**config.mk**
```make
export PLATFORM = sky130hd
export DESIGN_NAME = lc4_pipeline
export DESIGN_NICKNAME = d
export VERILOG_FILES = /design/src/source/lc4_pkg.sv /design/src/source/lc4_pipeline.sv /design/src/source/lc4_hazard_unit.sv /design/src/source/lc4_regfile.sv /design/src/source/lc4_alu.sv /design/src/source/lc4_decoder.sv
export SDC_FILE = /design/constraint.sdc
export NUM_CORES = 1
export LEC_CHECK = 0
export BUFFER_PORTS_ARGS = -buffer_cell sky130_fd_sc_hd__buf_4
export CORE_AREA = 2 2 198 200
export CTS_CLUSTER_DIAMETER = 50
export DETAILED_ROUTE_END_ITERATION = 10
export DIE_AREA = 0 0 200 202
export GPL_TIMING_DRIVEN = 0
export MAX_ROUTING_LAYER = met4
export PLACE_DENSITY = 0.75
export SYNTH_ARGS = -nofsm -noshare
export SYNTH_HDL_FRONTEND = slang
export SYNTH_HIERARCHICAL = 1
export SYNTH_SLANG_ARGS = --single-unit
```
**constraint.sdc**
```tcl
create_clock -name gwe -period 12.5 [get_ports gwe]
set_input_delay 1.25 -clock gwe [delete_from_list [all_inputs] [get_ports gwe]]
set_output_delay 1.25 -clock gwe [all_outputs]
set_load 0.03 [all_outputs]
```
**src/source/lc4_pkg.sv**
```systemverilog
// ==============================
// lc4 shared definitions
// widths, reset pc and the pipeline enums
// ==============================
package lc4_pkg;

    localparam int WORD_W   = 16;
    localparam int NUM_REGS = 8;

    typedef logic [WORD_W-1:0]           word_t;
    typedef logic [$clog2(NUM_REGS)-1:0] reg_idx_t;

    // negative, zero, positive from msb to lsb
    typedef logic [2:0] nzp_t;

    localparam word_t PC_RESET = 16'h8200;

    // sub-function field in bits 5 to 3 of the arith and logic groups
    localparam logic [2:0] ARITH_ADD = 3'b000;
    localparam logic [2:0] ARITH_SUB = 3'b010;
    localparam logic [2:0] LOGIC_AND = 3'b000;
    localparam logic [2:0] LOGIC_OR  = 3'b010;

    typedef enum logic [3:0] {
        OP_BR    = 4'b0000,
        OP_ARITH = 4'b0001,
        OP_LOGIC = 4'b0101,
        OP_LDR   = 4'b0110,
        OP_STR   = 4'b0111,
        OP_CONST = 4'b1001
    } opcode_t;

    typedef enum logic [2:0] {
        ALU_ADD,
        ALU_SUB,
        ALU_AND,
        ALU_OR,
        ALU_PASS_IMM,
        ALU_ADDR,
        ALU_BR_TARGET
    } alu_op_t;

    // code 1 was the second-pipe stall and has no use here
    typedef enum logic [1:0] {
        STALL_NONE  = 2'd0,
        STALL_FLUSH = 2'd2,
        STALL_LOAD  = 2'd3
    } stall_t;

    typedef enum logic [1:0] {
        FWD_REGFILE,
        FWD_FROM_M,
        FWD_FROM_W
    } fwd_sel_t;

endpackage
```
**src/source/lc4_pipeline.sv**
```systemverilog
// ==============================
// lc4 five-stage pipeline top
// pc, stage registers, nzp and wb trace
// ==============================
`timescale 1ns/1ps

module lc4_pipeline (
    input  logic              gwe,
    input  logic              i_rst,
    output lc4_pkg::word_t    o_cur_pc,
    input  lc4_pkg::word_t    i_cur_insn,
    output lc4_pkg::word_t    o_dmem_addr,
    output lc4_pkg::word_t    o_dmem_towrite,
    output logic              o_dmem_we,
    input  lc4_pkg::word_t    i_cur_dmem_data,
    output lc4_pkg::word_t    o_wb_pc,
    output lc4_pkg::word_t    o_wb_insn,
    output lc4_pkg::stall_t   o_wb_stall,
    output logic              o_rf_we,
    output lc4_pkg::reg_idx_t o_rf_wsel,
    output lc4_pkg::word_t    o_rf_data
);
    import lc4_pkg::*;

    function automatic word_t pick_operand(fwd_sel_t sel, word_t rf_val, word_t m_val,
                                           word_t w_val);
        case (sel)
            FWD_FROM_M: return m_val;
            FWD_FROM_W: return w_val;
            default:    return rf_val;
        endcase
    endfunction

    word_t    pc_q, pc_next;
    word_t    d_pc_q, d_insn_q, d_rs_data, d_rt_data;
    stall_t   d_stall_q, x_stall_q, m_stall_q, w_stall_q;
    reg_idx_t d_rs_sel, d_rt_sel, d_rd_sel;
    logic     d_rs_re, d_rt_re, d_rd_we, d_nzp_we, d_is_load, d_is_store, d_is_branch;
    alu_op_t  d_alu_op, x_alu_op_q;
    word_t    x_pc_q, x_insn_q, x_rs_data_q, x_rt_data_q, x_rs_val, x_rt_val, x_result;
    reg_idx_t x_rs_sel_q, x_rt_sel_q, x_rd_sel_q;
    logic     x_rs_re_q, x_rt_re_q, x_rd_we_q, x_nzp_we_q;
    logic     x_is_load_q, x_is_store_q, x_is_branch_q, x_br_taken;
    word_t    m_pc_q, m_insn_q, m_alu_q, m_store_q, m_result;
    reg_idx_t m_rt_sel_q, m_rd_sel_q, w_rd_sel_q;
    logic     m_rd_we_q, m_nzp_we_q, m_is_load_q, m_is_store_q, w_rd_we_q;
    nzp_t     nzp_q, m_nzp, br_nzp;
    word_t    w_pc_q, w_insn_q, w_result_q;
    logic     stall, flush, fwd_store;
    fwd_sel_t fwd_rs, fwd_rt;

    // fetch: taken branch beats a load-use hold
    always_comb begin
        if (flush) begin
            pc_next = x_result;
        end else if (stall) begin
            pc_next = pc_q;
        end else begin
            pc_next = pc_q + 16'd1;
        end
    end

    always_ff @(posedge gwe) begin
        if (i_rst) begin
            pc_q <= PC_RESET;
        end else begin
            pc_q <= pc_next;
        end
    end

    always_ff @(posedge gwe) begin
        if (i_rst || flush) begin
            d_pc_q    <= '0;
            d_insn_q  <= '0;
            d_stall_q <= STALL_FLUSH;
        end else if (!stall) begin
            d_pc_q    <= pc_q;
            d_insn_q  <= i_cur_insn;
            d_stall_q <= STALL_NONE;
        end
    end

    lc4_decoder u_decoder (
        .i_insn(d_insn_q), .o_rs_sel(d_rs_sel), .o_rt_sel(d_rt_sel), .o_rd_sel(d_rd_sel),
        .o_rs_re(d_rs_re), .o_rt_re(d_rt_re), .o_rd_we(d_rd_we), .o_nzp_we(d_nzp_we),
        .o_is_load(d_is_load), .o_is_store(d_is_store), .o_is_branch(d_is_branch),
        .o_alu_op(d_alu_op)
    );

    lc4_regfile u_regfile (
        .gwe(gwe), .i_rst(i_rst), .i_rs_sel(d_rs_sel), .i_rt_sel(d_rt_sel),
        .o_rs_data(d_rs_data), .o_rt_data(d_rt_data),
        .i_wsel(w_rd_sel_q), .i_wdata(w_result_q), .i_we(w_rd_we_q)
    );

    // decode to execute, a stall or flush puts a bubble into X
    always_ff @(posedge gwe) begin
        if (i_rst || flush || stall) begin
            x_pc_q        <= '0;
            x_insn_q      <= '0;
            x_rs_re_q     <= 1'b0;
            x_rt_re_q     <= 1'b0;
            x_rd_we_q     <= 1'b0;
            x_nzp_we_q    <= 1'b0;
            x_is_load_q   <= 1'b0;
            x_is_store_q  <= 1'b0;
            x_is_branch_q <= 1'b0;
        end else begin
            x_pc_q        <= d_pc_q;
            x_insn_q      <= d_insn_q;
            x_rs_re_q     <= d_rs_re;
            x_rt_re_q     <= d_rt_re;
            x_rd_we_q     <= d_rd_we;
            x_nzp_we_q    <= d_nzp_we;
            x_is_load_q   <= d_is_load;
            x_is_store_q  <= d_is_store;
            x_is_branch_q <= d_is_branch;
        end
    end

    always_ff @(posedge gwe) begin
        if (i_rst || flush) begin
            x_stall_q <= STALL_FLUSH;
        end else if (stall) begin
            x_stall_q <= STALL_LOAD;
        end else begin
            x_stall_q <= d_stall_q;
        end
    end

    always_ff @(posedge gwe) begin
        x_rs_sel_q  <= d_rs_sel;
        x_rt_sel_q  <= d_rt_sel;
        x_rd_sel_q  <= d_rd_sel;
        x_alu_op_q  <= d_alu_op;
        x_rs_data_q <= d_rs_data;
        x_rt_data_q <= d_rt_data;
    end

    // mx and wx bypass into the alu operands
    assign x_rs_val = pick_operand(fwd_rs, x_rs_data_q, m_result, w_result_q);
    assign x_rt_val = pick_operand(fwd_rt, x_rt_data_q, m_result, w_result_q);

    lc4_alu u_alu (
        .i_insn(x_insn_q), .i_pc(x_pc_q), .i_rs_data(x_rs_val), .i_rt_data(x_rt_val),
        .i_alu_op(x_alu_op_q), .o_result(x_result)
    );

    // nzp being produced in M is newer than the register
    assign br_nzp     = m_nzp_we_q ? m_nzp : nzp_q;
    assign x_br_taken = x_is_branch_q && (|(br_nzp & x_insn_q[11:9]));

    lc4_hazard_unit u_hazard (
        .i_d_rs_sel(d_rs_sel), .i_d_rt_sel(d_rt_sel), .i_d_rs_re(d_rs_re),
        .i_d_rt_re(d_rt_re), .i_d_is_store(d_is_store),
        .i_x_rs_sel(x_rs_sel_q), .i_x_rt_sel(x_rt_sel_q), .i_x_rs_re(x_rs_re_q),
        .i_x_rt_re(x_rt_re_q), .i_x_rd_sel(x_rd_sel_q), .i_x_is_load(x_is_load_q),
        .i_x_br_taken(x_br_taken),
        .i_m_rt_sel(m_rt_sel_q), .i_m_is_store(m_is_store_q), .i_m_rd_sel(m_rd_sel_q),
        .i_m_rd_we(m_rd_we_q), .i_w_rd_sel(w_rd_sel_q), .i_w_rd_we(w_rd_we_q),
        .o_stall(stall), .o_flush(flush), .o_fwd_rs(fwd_rs), .o_fwd_rt(fwd_rt),
        .o_fwd_store(fwd_store)
    );

    always_ff @(posedge gwe) begin
        if (i_rst) begin
            m_pc_q       <= '0;
            m_insn_q     <= '0;
            m_stall_q    <= STALL_FLUSH;
            m_rd_we_q    <= 1'b0;
            m_nzp_we_q   <= 1'b0;
            m_is_load_q  <= 1'b0;
            m_is_store_q <= 1'b0;
        end else begin
            m_pc_q       <= x_pc_q;
            m_insn_q     <= x_insn_q;
            m_stall_q    <= x_stall_q;
            m_rd_we_q    <= x_rd_we_q;
            m_nzp_we_q   <= x_nzp_we_q;
            m_is_load_q  <= x_is_load_q;
            m_is_store_q <= x_is_store_q;
        end
    end

    always_ff @(posedge gwe) begin
        m_rt_sel_q <= x_rt_sel_q;
        m_rd_sel_q <= x_rd_sel_q;
        m_alu_q    <= x_result;
        m_store_q  <= x_rt_val;
    end

    // memory answers in the same cycle
    assign m_result       = m_is_load_q ? i_cur_dmem_data : m_alu_q;
    assign o_dmem_addr    = (m_is_load_q || m_is_store_q) ? m_alu_q : '0;
    assign o_dmem_we      = m_is_store_q;
    assign o_dmem_towrite = fwd_store ? w_result_q : m_store_q;

    always_comb begin
        if (m_result[WORD_W-1]) begin
            m_nzp = 3'b100;
        end else if (m_result == '0) begin
            m_nzp = 3'b010;
        end else begin
            m_nzp = 3'b001;
        end
    end

    always_ff @(posedge gwe) begin
        if (i_rst) begin
            nzp_q <= '0;
        end else if (m_nzp_we_q) begin
            nzp_q <= m_nzp;
        end
    end

    always_ff @(posedge gwe) begin
        if (i_rst) begin
            w_pc_q    <= '0;
            w_insn_q  <= '0;
            w_stall_q <= STALL_FLUSH;
            w_rd_we_q <= 1'b0;
        end else begin
            w_pc_q    <= m_pc_q;
            w_insn_q  <= m_insn_q;
            w_stall_q <= m_stall_q;
            w_rd_we_q <= m_rd_we_q;
        end
    end

    always_ff @(posedge gwe) begin
        w_rd_sel_q <= m_rd_sel_q;
        w_result_q <= m_result;
    end

    assign o_cur_pc   = pc_q;
    assign o_wb_pc    = w_pc_q;
    assign o_wb_insn  = w_insn_q;
    assign o_wb_stall = w_stall_q;
    assign o_rf_we    = w_rd_we_q;
    assign o_rf_wsel  = w_rd_sel_q;
    assign o_rf_data  = w_result_q;

endmodule

```
**src/source/lc4_hazard_unit.sv**
```systemverilog
// ==============================
// lc4 hazard unit
// load-use stall, flush and bypass selects
// ==============================
`timescale 1ns/1ps

module lc4_hazard_unit (
    input  lc4_pkg::reg_idx_t i_d_rs_sel,
    input  lc4_pkg::reg_idx_t i_d_rt_sel,
    input  logic              i_d_rs_re,
    input  logic              i_d_rt_re,
    input  logic              i_d_is_store,
    input  lc4_pkg::reg_idx_t i_x_rs_sel,
    input  lc4_pkg::reg_idx_t i_x_rt_sel,
    input  logic              i_x_rs_re,
    input  logic              i_x_rt_re,
    input  lc4_pkg::reg_idx_t i_x_rd_sel,
    input  logic              i_x_is_load,
    input  logic              i_x_br_taken,
    input  lc4_pkg::reg_idx_t i_m_rt_sel,
    input  logic              i_m_is_store,
    input  lc4_pkg::reg_idx_t i_m_rd_sel,
    input  logic              i_m_rd_we,
    input  lc4_pkg::reg_idx_t i_w_rd_sel,
    input  logic              i_w_rd_we,
    output logic              o_stall,
    output logic              o_flush,
    output lc4_pkg::fwd_sel_t o_fwd_rs,
    output lc4_pkg::fwd_sel_t o_fwd_rt,
    output logic              o_fwd_store
);
    import lc4_pkg::*;

    logic load_use;
    logic rs_hit_m;
    logic rs_hit_w;
    logic rt_hit_m;
    logic rt_hit_w;

    // store data in D is excluded, the wm path supplies it later
    assign load_use = i_x_is_load &&
                      ((i_d_rs_re && i_d_rs_sel == i_x_rd_sel) ||
                       (i_d_rt_re && !i_d_is_store && i_d_rt_sel == i_x_rd_sel));

    assign o_flush = i_x_br_taken;
    assign o_stall = load_use && !i_x_br_taken;

    assign rs_hit_m = i_x_rs_re && i_m_rd_we && (i_m_rd_sel == i_x_rs_sel);
    assign rs_hit_w = i_x_rs_re && i_w_rd_we && (i_w_rd_sel == i_x_rs_sel);
    assign rt_hit_m = i_x_rt_re && i_m_rd_we && (i_m_rd_sel == i_x_rt_sel);
    assign rt_hit_w = i_x_rt_re && i_w_rd_we && (i_w_rd_sel == i_x_rt_sel);

    // the younger producer in M wins over W
    always_comb begin
        if (rs_hit_m) begin
            o_fwd_rs = FWD_FROM_M;
        end else if (rs_hit_w) begin
            o_fwd_rs = FWD_FROM_W;
        end else begin
            o_fwd_rs = FWD_REGFILE;
        end
    end

    always_comb begin
        if (rt_hit_m) begin
            o_fwd_rt = FWD_FROM_M;
        end else if (rt_hit_w) begin
            o_fwd_rt = FWD_FROM_W;
        end else begin
            o_fwd_rt = FWD_REGFILE;
        end
    end

    assign o_fwd_store = i_m_is_store && i_w_rd_we && (i_w_rd_sel == i_m_rt_sel);

endmodule

```
**src/source/lc4_regfile.sv**
```systemverilog
// ==============================
// lc4 register file
// 2 read, 1 write, write-through
// ==============================
`timescale 1ns/1ps

module lc4_regfile (
    input  logic              gwe,
    input  logic              i_rst,
    input  lc4_pkg::reg_idx_t i_rs_sel,
    input  lc4_pkg::reg_idx_t i_rt_sel,
    output lc4_pkg::word_t    o_rs_data,
    output lc4_pkg::word_t    o_rt_data,
    input  lc4_pkg::reg_idx_t i_wsel,
    input  lc4_pkg::word_t    i_wdata,
    input  logic              i_we
);
    import lc4_pkg::*;

    word_t regs [NUM_REGS];

    always_ff @(posedge gwe) begin
        if (i_rst) begin
            for (int i = 0; i < NUM_REGS; i++) begin
                regs[i] <= '0;
            end
        end else if (i_we) begin
            regs[i_wsel] <= i_wdata;
        end
    end

    // same-cycle write shows on the read ports, this is the wd bypass
    assign o_rs_data = (i_we && i_wsel == i_rs_sel) ? i_wdata : regs[i_rs_sel];
    assign o_rt_data = (i_we && i_wsel == i_rt_sel) ? i_wdata : regs[i_rt_sel];

endmodule

```
**src/source/lc4_alu.sv**
```systemverilog
// ==============================
// lc4 execute-stage alu
// ==============================
`timescale 1ns/1ps

module lc4_alu (
    input  lc4_pkg::word_t   i_insn,
    input  lc4_pkg::word_t   i_pc,
    input  lc4_pkg::word_t   i_rs_data,
    input  lc4_pkg::word_t   i_rt_data,
    input  lc4_pkg::alu_op_t i_alu_op,
    output lc4_pkg::word_t   o_result
);
    import lc4_pkg::*;

    word_t imm5;
    word_t imm6;
    word_t imm9;
    word_t add_b;

    assign imm5 = {{(WORD_W - 5){i_insn[4]}}, i_insn[4:0]};
    assign imm6 = {{(WORD_W - 6){i_insn[5]}}, i_insn[5:0]};
    // shared by CONST and the branch offset
    assign imm9 = {{(WORD_W - 9){i_insn[8]}}, i_insn[8:0]};

    // bit 5 picks the imm5 form of ADD
    assign add_b = i_insn[5] ? imm5 : i_rt_data;

    always_comb begin
        case (i_alu_op)
            ALU_ADD:       o_result = i_rs_data + add_b;
            ALU_SUB:       o_result = i_rs_data - i_rt_data;
            ALU_AND:       o_result = i_rs_data & i_rt_data;
            ALU_OR:        o_result = i_rs_data | i_rt_data;
            ALU_PASS_IMM:  o_result = imm9;
            ALU_ADDR:      o_result = i_rs_data + imm6;
            ALU_BR_TARGET: o_result = i_pc + 16'd1 + imm9;
            default:       o_result = '0;
        endcase
    end

endmodule

```
**src/source/lc4_decoder.sv**
```systemverilog
// ==============================
// lc4 decoder
// instruction word to selects, enables and alu op
// ==============================
`timescale 1ns/1ps

module lc4_decoder (
    input  lc4_pkg::word_t    i_insn,
    output lc4_pkg::reg_idx_t o_rs_sel,
    output lc4_pkg::reg_idx_t o_rt_sel,
    output lc4_pkg::reg_idx_t o_rd_sel,
    output logic              o_rs_re,
    output logic              o_rt_re,
    output logic              o_rd_we,
    output logic              o_nzp_we,
    output logic              o_is_load,
    output logic              o_is_store,
    output logic              o_is_branch,
    output lc4_pkg::alu_op_t  o_alu_op
);
    import lc4_pkg::*;

    opcode_t    opcode;
    logic [2:0] sub_op;

    assign opcode = opcode_t'(i_insn[15:12]);
    assign sub_op = i_insn[5:3];

    assign o_rs_sel = i_insn[8:6];
    assign o_rd_sel = i_insn[11:9];
    // a store carries its data register in the rd field
    assign o_rt_sel = (opcode == OP_STR) ? i_insn[11:9] : i_insn[2:0];

    always_comb begin
        o_rs_re     = 1'b0;
        o_rt_re     = 1'b0;
        o_rd_we     = 1'b0;
        o_is_load   = 1'b0;
        o_is_store  = 1'b0;
        o_is_branch = 1'b0;
        o_alu_op    = ALU_ADD;
        case (opcode)
            OP_BR: begin
                // nzp mask of zero is the nop encoding
                o_is_branch = |i_insn[11:9];
                o_alu_op    = ALU_BR_TARGET;
            end
            OP_ARITH: begin
                if (i_insn[5]) begin
                    o_rs_re = 1'b1;
                    o_rd_we = 1'b1;
                end else if (sub_op == ARITH_ADD || sub_op == ARITH_SUB) begin
                    o_rs_re = 1'b1;
                    o_rt_re = 1'b1;
                    o_rd_we = 1'b1;
                    if (sub_op == ARITH_SUB) begin
                        o_alu_op = ALU_SUB;
                    end
                end
            end
            OP_LOGIC: begin
                if (sub_op == LOGIC_AND || sub_op == LOGIC_OR) begin
                    o_rs_re  = 1'b1;
                    o_rt_re  = 1'b1;
                    o_rd_we  = 1'b1;
                    o_alu_op = (sub_op == LOGIC_OR) ? ALU_OR : ALU_AND;
                end
            end
            OP_LDR: begin
                o_rs_re   = 1'b1;
                o_rd_we   = 1'b1;
                o_is_load = 1'b1;
                o_alu_op  = ALU_ADDR;
            end
            OP_STR: begin
                o_rs_re    = 1'b1;
                o_rt_re    = 1'b1;
                o_is_store = 1'b1;
                o_alu_op   = ALU_ADDR;
            end
            OP_CONST: begin
                o_rd_we  = 1'b1;
                o_alu_op = ALU_PASS_IMM;
            end
            default: begin
                o_rd_we = 1'b0;
            end
        endcase
    end

    // every register writer in the kept set also sets nzp
    assign o_nzp_we = o_rd_we;

endmodule

```
== Yosys cells after proc, flatten, opt, wreduce, memory -nomap -nowiden ==
Memory sizes are Yosys's and may differ from the RTL's. A register that Yosys moved wholly into a read port is not among the register bits.
Cells that the tools add are included.

* Output and inout bits: 103
* Bits in registers: 265
* Input port bits: 34
* Word-level logic and storage cells: 154
* RAM bits: 128
* Memories: 1

{| class="wikitable"
|+ Memories
! memory !! depth !! bits a word !! read ports !! clocked after Yosys merged registers in !! wr ports !! RTL line !! RTL
|-
| u_regfile.regs || 8 || 16 || 2 || 1 || 8 || lc4_regfile.sv:20 || <nowiki>word_t regs [NUM_REGS];</nowiki>
|}

* Bitwise logic cells: 4
* Add/sub/neg operators: 6
* Reductions and logical operators: 36
* Mux-type cells: 44
* Equal/unequal tests: 26

{| class="wikitable"
|+ Operator list
! kind !! count
|-
| 16-bit two-way mux || 9
|-
| 16-bit one-hot mux with 7 select lines || 1
|-
| 16-bit one-hot mux with 2 select lines || 2
|-
| 16-bit adder || 3
|-
| 16-bit by 1-bit adder with 16-bit output (second input constant) || 2
|-
| 3-bit equality test || 9
|-
| 3-bit two-way mux || 9
|-
| 1-bit logical AND || 18
|-
| 16-bit bitwise AND || 1
|-
| 16-bit logical NOT || 1
|-
| 16-bit OR || 1
|-
| 16-bit OR reduction || 1
|-
| 16-bit subtractor || 1
|-
| 3-bit one-hot mux with 5 select lines || 1
|-
| 1-bit two-way mux || 14
|-
| 4-bit by 3-bit equality test with 1-bit output (second input constant) || 3
|-
| 2-bit two-way mux || 5
|-
| 3-bit by 2-bit equality test with 1-bit output (second input constant) || 3
|-
| 3-bit equality test (second input constant) || 3
|-
| 1-bit one-hot mux with 3 select lines || 3
|-
| 2-bit OR reduction || 4
|-
| 3-bit logical NOT || 2
|-
| 3-bit OR reduction || 2
|-
| 1-bit logical OR || 5
|-
| 10 further kinds || 13
|}

== Longest topological paths before layout ==
* Depth after elaboration: 12
* Mapped depth: 27
* Depth with buffers taken out: 25

== Cells and area by module ==
The synthesis kept the hierarchy.

{| class="wikitable"
|+ Modules (own cells, without submodules)
! module !! cells an instance !! area an instance (µm²) !! seq. area each (µm²) !! instances
|-
| lc4_pipeline || 722 || 8269.2 || 5345.1 || 1
|-
| lc4_regfile || 445 || 7453.4 || 3843.7 || 1
|-
| lc4_alu || 373 || 2580.0 || 0.0 || 1
|-
| lc4_hazard_unit || 39 || 314.1 || 0.0 || 1
|-
| lc4_decoder || 38 || 285.3 || 0.0 || 1
|}

== Least setup slack after synthesis ==
No wires, ideal clock.

* Kind: register to register
* Start point: register w_rd_sel_q[2], in the netlist o_rf_wsel[2]
* End point: register pc_q[13], in the netlist o_cur_pc[13]
* Required time: 12.409 ns
* Path slack: 7.126 ns
* Cell stages (with the launch flop): 27
* Path buffers: 2
* Clock period less this slack: 5.374 ns
* Library setup time: 0.091 ns
* Arrival: 5.283 ns
* Path through: dfxtp_1 xor2_1 nor4_2 inv_1 ha_1 buf_1 clkbuf_1 a22oi_1 o21ai_0 inv_1 ha_1 or3b_2 or4_4 nor2_1 xnor2_1 o211ai_1 o21ai_0 ha_1 a21oi_1 and2_1 a22oi_1 a211oi_1 xnor2_1 nand2_1 a32oi_1 nor2_1 a311oi_1

* Cells in the longest elaborated chain, start to end: 10
* Elaborated cells between the ends (all ways): 22
* Classes of those cells: add/sub (3); eq/ne (6); mux (9); bitwise (2); reduce/logical (2)

{| class="wikitable"
|+ Ends and longest elaborated chain
! what !! RTL line !! RTL
|-
| start: declaration || lc4_pipeline.sv:45 || <nowiki>reg_idx_t m_rt_sel_q, m_rd_sel_q, w_rd_sel_q;</nowiki>
|-
| start signal: assignment || lc4_pipeline.sv:231 || <nowiki>w_rd_sel_q <= m_rd_sel_q;</nowiki>
|-
| 3-bit equality test * || lc4_hazard_unit.sv:51 || <nowiki>assign rt_hit_w = i_x_rt_re && i_w_rd_we && (i_w_rd_sel == i_x_rt_sel);</nowiki>
|-
| 1-bit logical AND * || lc4_hazard_unit.sv:51 ||
|-
| 2-bit two-way mux * || lc4_hazard_unit.sv:67 || <nowiki>end else if (rt_hit_w) begin</nowiki>
|-
| 2-bit two-way mux * || lc4_hazard_unit.sv:65 || <nowiki>if (rt_hit_m) begin</nowiki>
|-
| via fwd_rt[1] || lc4_pipeline.sv:50 || <nowiki>fwd_sel_t fwd_rs, fwd_rt;</nowiki>
|-
| 2-bit equality test or 2-bit by 1-bit equality test with 1-bit output (tied branches) || lc4_pipeline.sv:27 || <nowiki>case (sel)</nowiki>
|-
| 16-bit one-hot mux with 2 select lines * || lc4_pipeline.sv:27 ||
|-
| via x_rt_val[1] || lc4_pipeline.sv:40 || <nowiki>word_t x_pc_q, x_insn_q, x_rs_data_q, x_rt_data_q, x_rs_val, x_rt_val, x_result;</nowiki>
|-
| 16-bit two-way mux || lc4_alu.sv:27 || <nowiki>assign add_b = i_insn[5] ? imm5 : i_rt_data;</nowiki>
|-
| 16-bit adder || lc4_alu.sv:31 || <nowiki>ALU_ADD: o_result = i_rs_data + add_b;</nowiki>
|-
| 16-bit one-hot mux with 7 select lines * || lc4_alu.sv:30 || <nowiki>case (i_alu_op)</nowiki>
|-
| via x_result[13] || lc4_pipeline.sv:40 ||
|-
| 16-bit two-way mux * || lc4_pipeline.sv:54 || <nowiki>if (flush) begin</nowiki>
|-
| end signal: assignment || lc4_pipeline.sv:67 || <nowiki>pc_q <= pc_next;</nowiki>
|-
| end: declaration || lc4_pipeline.sv:34 || <nowiki>word_t pc_q, pc_next;</nowiki>
|}

The timed path passes the listed nets; every way through them passes the cells marked *.
A chain may end at the register's enable or synchronous reset.

== Final worst setup path ==
* Start point: register w_rd_sel_q[2], in the netlist o_rf_wsel[2]
* End point: register pc_q[11], in the netlist o_cur_pc[11]

Same word-level chain as after synthesis.

==> summary.md <==
| Metric | Value |
|---|---|
| Status | `completed` |
| Setup crit end kind | `register` |
| Fin nets | `1871` |
| Top_reg_cell synth | `dfxtp_1` |
| Port buffer count | `136` |
| Post-CTS setup buffer count | `0` |
| Share of cells above drive strength 1 | `20.3%` |
| Max clock buf depth | `3` |
| Slowest cell on crit path | `dfxtp_1` |
| Max Fclk | `0.147 GHz` |
| Critical path type | `register to register` |
| Placed instance area | `0.0206 mm^2` |
| Via count | `13718` |
| Met3 routed wirelength | `4030 um` |
| Synth area leader | `dfxtp_1` |
| Vias in the first global route | `13272` |
| Skew final | `0.0319 ns` |
| Final wirelength | `51300 um` |
| IR drop worst, VDD | `0.0873 mV` |
| Cells after DPL | `2271` |
| Gr ovfl total | `0` |
| # diodes | `0` |
| Tmin final | `6.79 ns` |
| Vias per cell | `5.84` |
| Biggest register | `u_regfile/regs` |
| Post-route DRC violation count | `0` |
| Commonest non-fill, non-tap cells in the layout | `267 x dfxtp_1, 171 x and2_1, 148 x buf_4` |
| Warnings from Yosys | `6` |
| Final hold vios | `0` |
| Post-synth EDFFs | `128` |
| Met1 wire length | `22800 um` |
| Synthesized area | `0.0189 mm^2` |
| Most common cell after layout, fill and taps aside | `dfxtp_1` |
| Gpl congestion | `0.969` |
| Post-synth top area share | `28.3%` |
| Lkg Pwr | `0.00877 uW` |
| Gate Count Post-Synth | `1617` |
| PwrDens | `150 mW/mm^2` |
| Initial antenna violation count | `0` |
| R2r setup slk | `5.71 ns` |
| 1st-iter DRT viols | `1301` |
| Hold Path Stages | `0` |
| CP max FO | `10` |
| Area grow syn2layout | `16.6%` |
| Drt first pass iters | `5` |
| CTS tree | `yes` |
| Core area | `0.0383 mm^2` |
| Synthesis-stage register bit count | `395` |
| Worst Reg2Reg Path Length in Cells | `25` |
| Reg clk slew, reported paths | `0.06 ns` |
| CTS Buf Count | `42` |
| Clk_lat worst skew | `0.56 ns` |
| Die X | `200 um` |
| WHS | `0.395 ns` |
| Endpoint of the most critical register-to-register path | `o_cur_pc[11]$_SDFFE_PP0P_` |
| Distinct cells, synth | `81` |
| Htree depth | `2` |
| # IOs | `137` |
| Reg2reg start | `o_rf_wsel[2]$_DFF_P_` |
| First-pass GRT wire length | `77200 um` |
| Endpoints failing setup | `0` |
| Hold buffer count at cts | `0` |
| Initial Util | `49.4%` |
| Syn_nets | `1691` |
| WL/cell | `21.9 um` |
| Worst Hold End | `m_rd_sel_q[0]$_DFF_P_` |
| Relative slew slack | `14.7%` |
| Setup TNS | `0 ns` |
| Unrepaired setup endpoints after global routing | `no` |
| Total of max-cap violations | `0` |
| Syn_area_per_cell | `11.7 um^2` |
| Row cnt | `72` |
| Post_cts resized | `0` |
| Number of flip-flops in the largest register | `128` |
| Critical Path AT | `7.20 ns` |
| Top cells by area, synth | `dfxtp_1 28%, edfxtp_1 20%, mux4_1 8.3%` |
| Root Driver | `clkbuf_16` |
| Worst Hold Class | `register to register` |
| DIE AREA | `0.0404 mm^2` |
| HPWL Detailed | `38200 um` |
| Asr flop ratio synth | `0%` |
| Worst EP required | `12.91 ns` |
| Total GRT Usage | `25.9%` |
| Hold path startpoint | `x_rd_sel_q[0]$_DFF_P_` |
| Final Instance Area | `0.0220 mm^2` |
| DR top layer | `met4` |
| Post-synthesis sequential area ratio | `48.6%` |
| Largest net degree at the start of global routing | `17` |
| Critical Path Start Type | `register` |
| Slowest cell delay on critical path | `0.63 ns` |
| Final Util | `57.6%` |
| Post-route ant nets | `0` |
| WL met2 | `23100 um` |
| Final Max Slew Viols | `0` |
| Die Y-Extent | `202 um` |
| Post-route insts no fill | `2349` |
| Tightest Pin Transition | `1.27 ns` |
| Num Clock Sinks | `395` |
| Final cycle utilization of the critical path | `54.3%` |
## synth_stat cells, types with 10 or more instances
library cell	number
dfxtp_1	267
and2_1	171
edfxtp_1	128
nor2b_1	95
mux2_2	83
o21ai_0	79
clkbuf_1	77
nand2_1	75
mux4_1	60
nor2_1	59
xnor2_1	50
a21oi_1	48
ha_1	38
a22oi_1	37
a22o_1	33
xor2_1	25
inv_1	21
o211ai_1	17
mux2_4	15
mux2i_1	15
nand3_1	15
nor3_1	14
a211oi_1	12
buf_4	12
maj3_1	12
or2_2	12
buf_6	10
## per-layer routing
metal | GRT usage (%) | up-vias
li1 | - | 6268
met1 | 35.8 | 6748
met2 | 39.2 | 600
met3 | 4.27 | 102
met4 | 8.23 | 0
met5 | - | -
## worst max path at each step
stage | start | end | slack (ns)
after detailed placement | o_rf_wsel[2]$_DFF_P_ | o_cur_pc[13]$_SDFFE_PP0P_ | 5.95
after CTS | o_rf_wsel[2]$_DFF_P_ | o_cur_pc[13]$_SDFFE_PP0P_ | 5.90
after global placement | o_rf_wsel[2]$_DFF_P_ | o_cur_pc[11]$_SDFFE_PP0P_ | 6.05
after global routing | o_rf_wsel[2]$_DFF_P_ | o_cur_pc[13]$_SDFFE_PP0P_ | 5.46
final | o_rf_wsel[2]$_DFF_P_ | o_cur_pc[11]$_SDFFE_PP0P_ | 5.71
after floorplan | o_rf_wsel[2]$_DFF_P_ | o_cur_pc[13]$_SDFFE_PP0P_ | 7.13
## cells by family after synthesis
logic type,Yosys count,share of synthesized area (%)
and+or+nand+nor,511,15.6
DFF,395,48.6
AOI/OAI and AO/OA,277,9.90
muxes,177,15.7
buffers and inverters,130,3.26
xor gates and xnor gates,75,3.48
adders and majority gates,52,3.36
## area by class of cell
type | instances | area (um^2)
inverter | 22 | 82.6
clock inverter | 17 | 169
sequential | 395 | 9190
clock buffer | 61 | 1300
tap | 518 | 648
buffer | 108 | 533
timing repair buffer | 136 | 1020
multi-input combinational | 1092 | 9100
fill | 3130 | 16200
## critical path: cells and delay by family (launching register included)
kind,cells,cell delay [ns]
AO/OA/AOI/OAI,9,2.28
XOR/XNOR,3,0.34
adder cells (fa/ha/maj),3,0.73
buffers and inverters,4,0.78
flip-flops,1,0.63
multiplexers,1,0.22
AND/OR/NAND/NOR,5,1.69
## where the power goes
| part | internal (uW) | leakage (uW) | total [uW] | switching (uW) |
|---|---|---|---|---|
| combinational | 207 | 0.00453 | 498 | 291 |
| clock | 755 | 0.000726 | 1280 | 527 |
| sequential | 1400 | 0.00352 | 1520 | 116 |
| total | 2370 | 0.00877 | 3300 | 935 |
## through the flow
step / total power (uW) / setup slack (ns)
after floorplan: 1820 / 7.13
after global placement: 2020 / 6.05
after detailed placement: 2030 / 5.95
after CTS: 3310 / 5.90
after global routing: 3410 / 5.46
final: 3300 / 5.71
(Power assumes the default switching activity.)
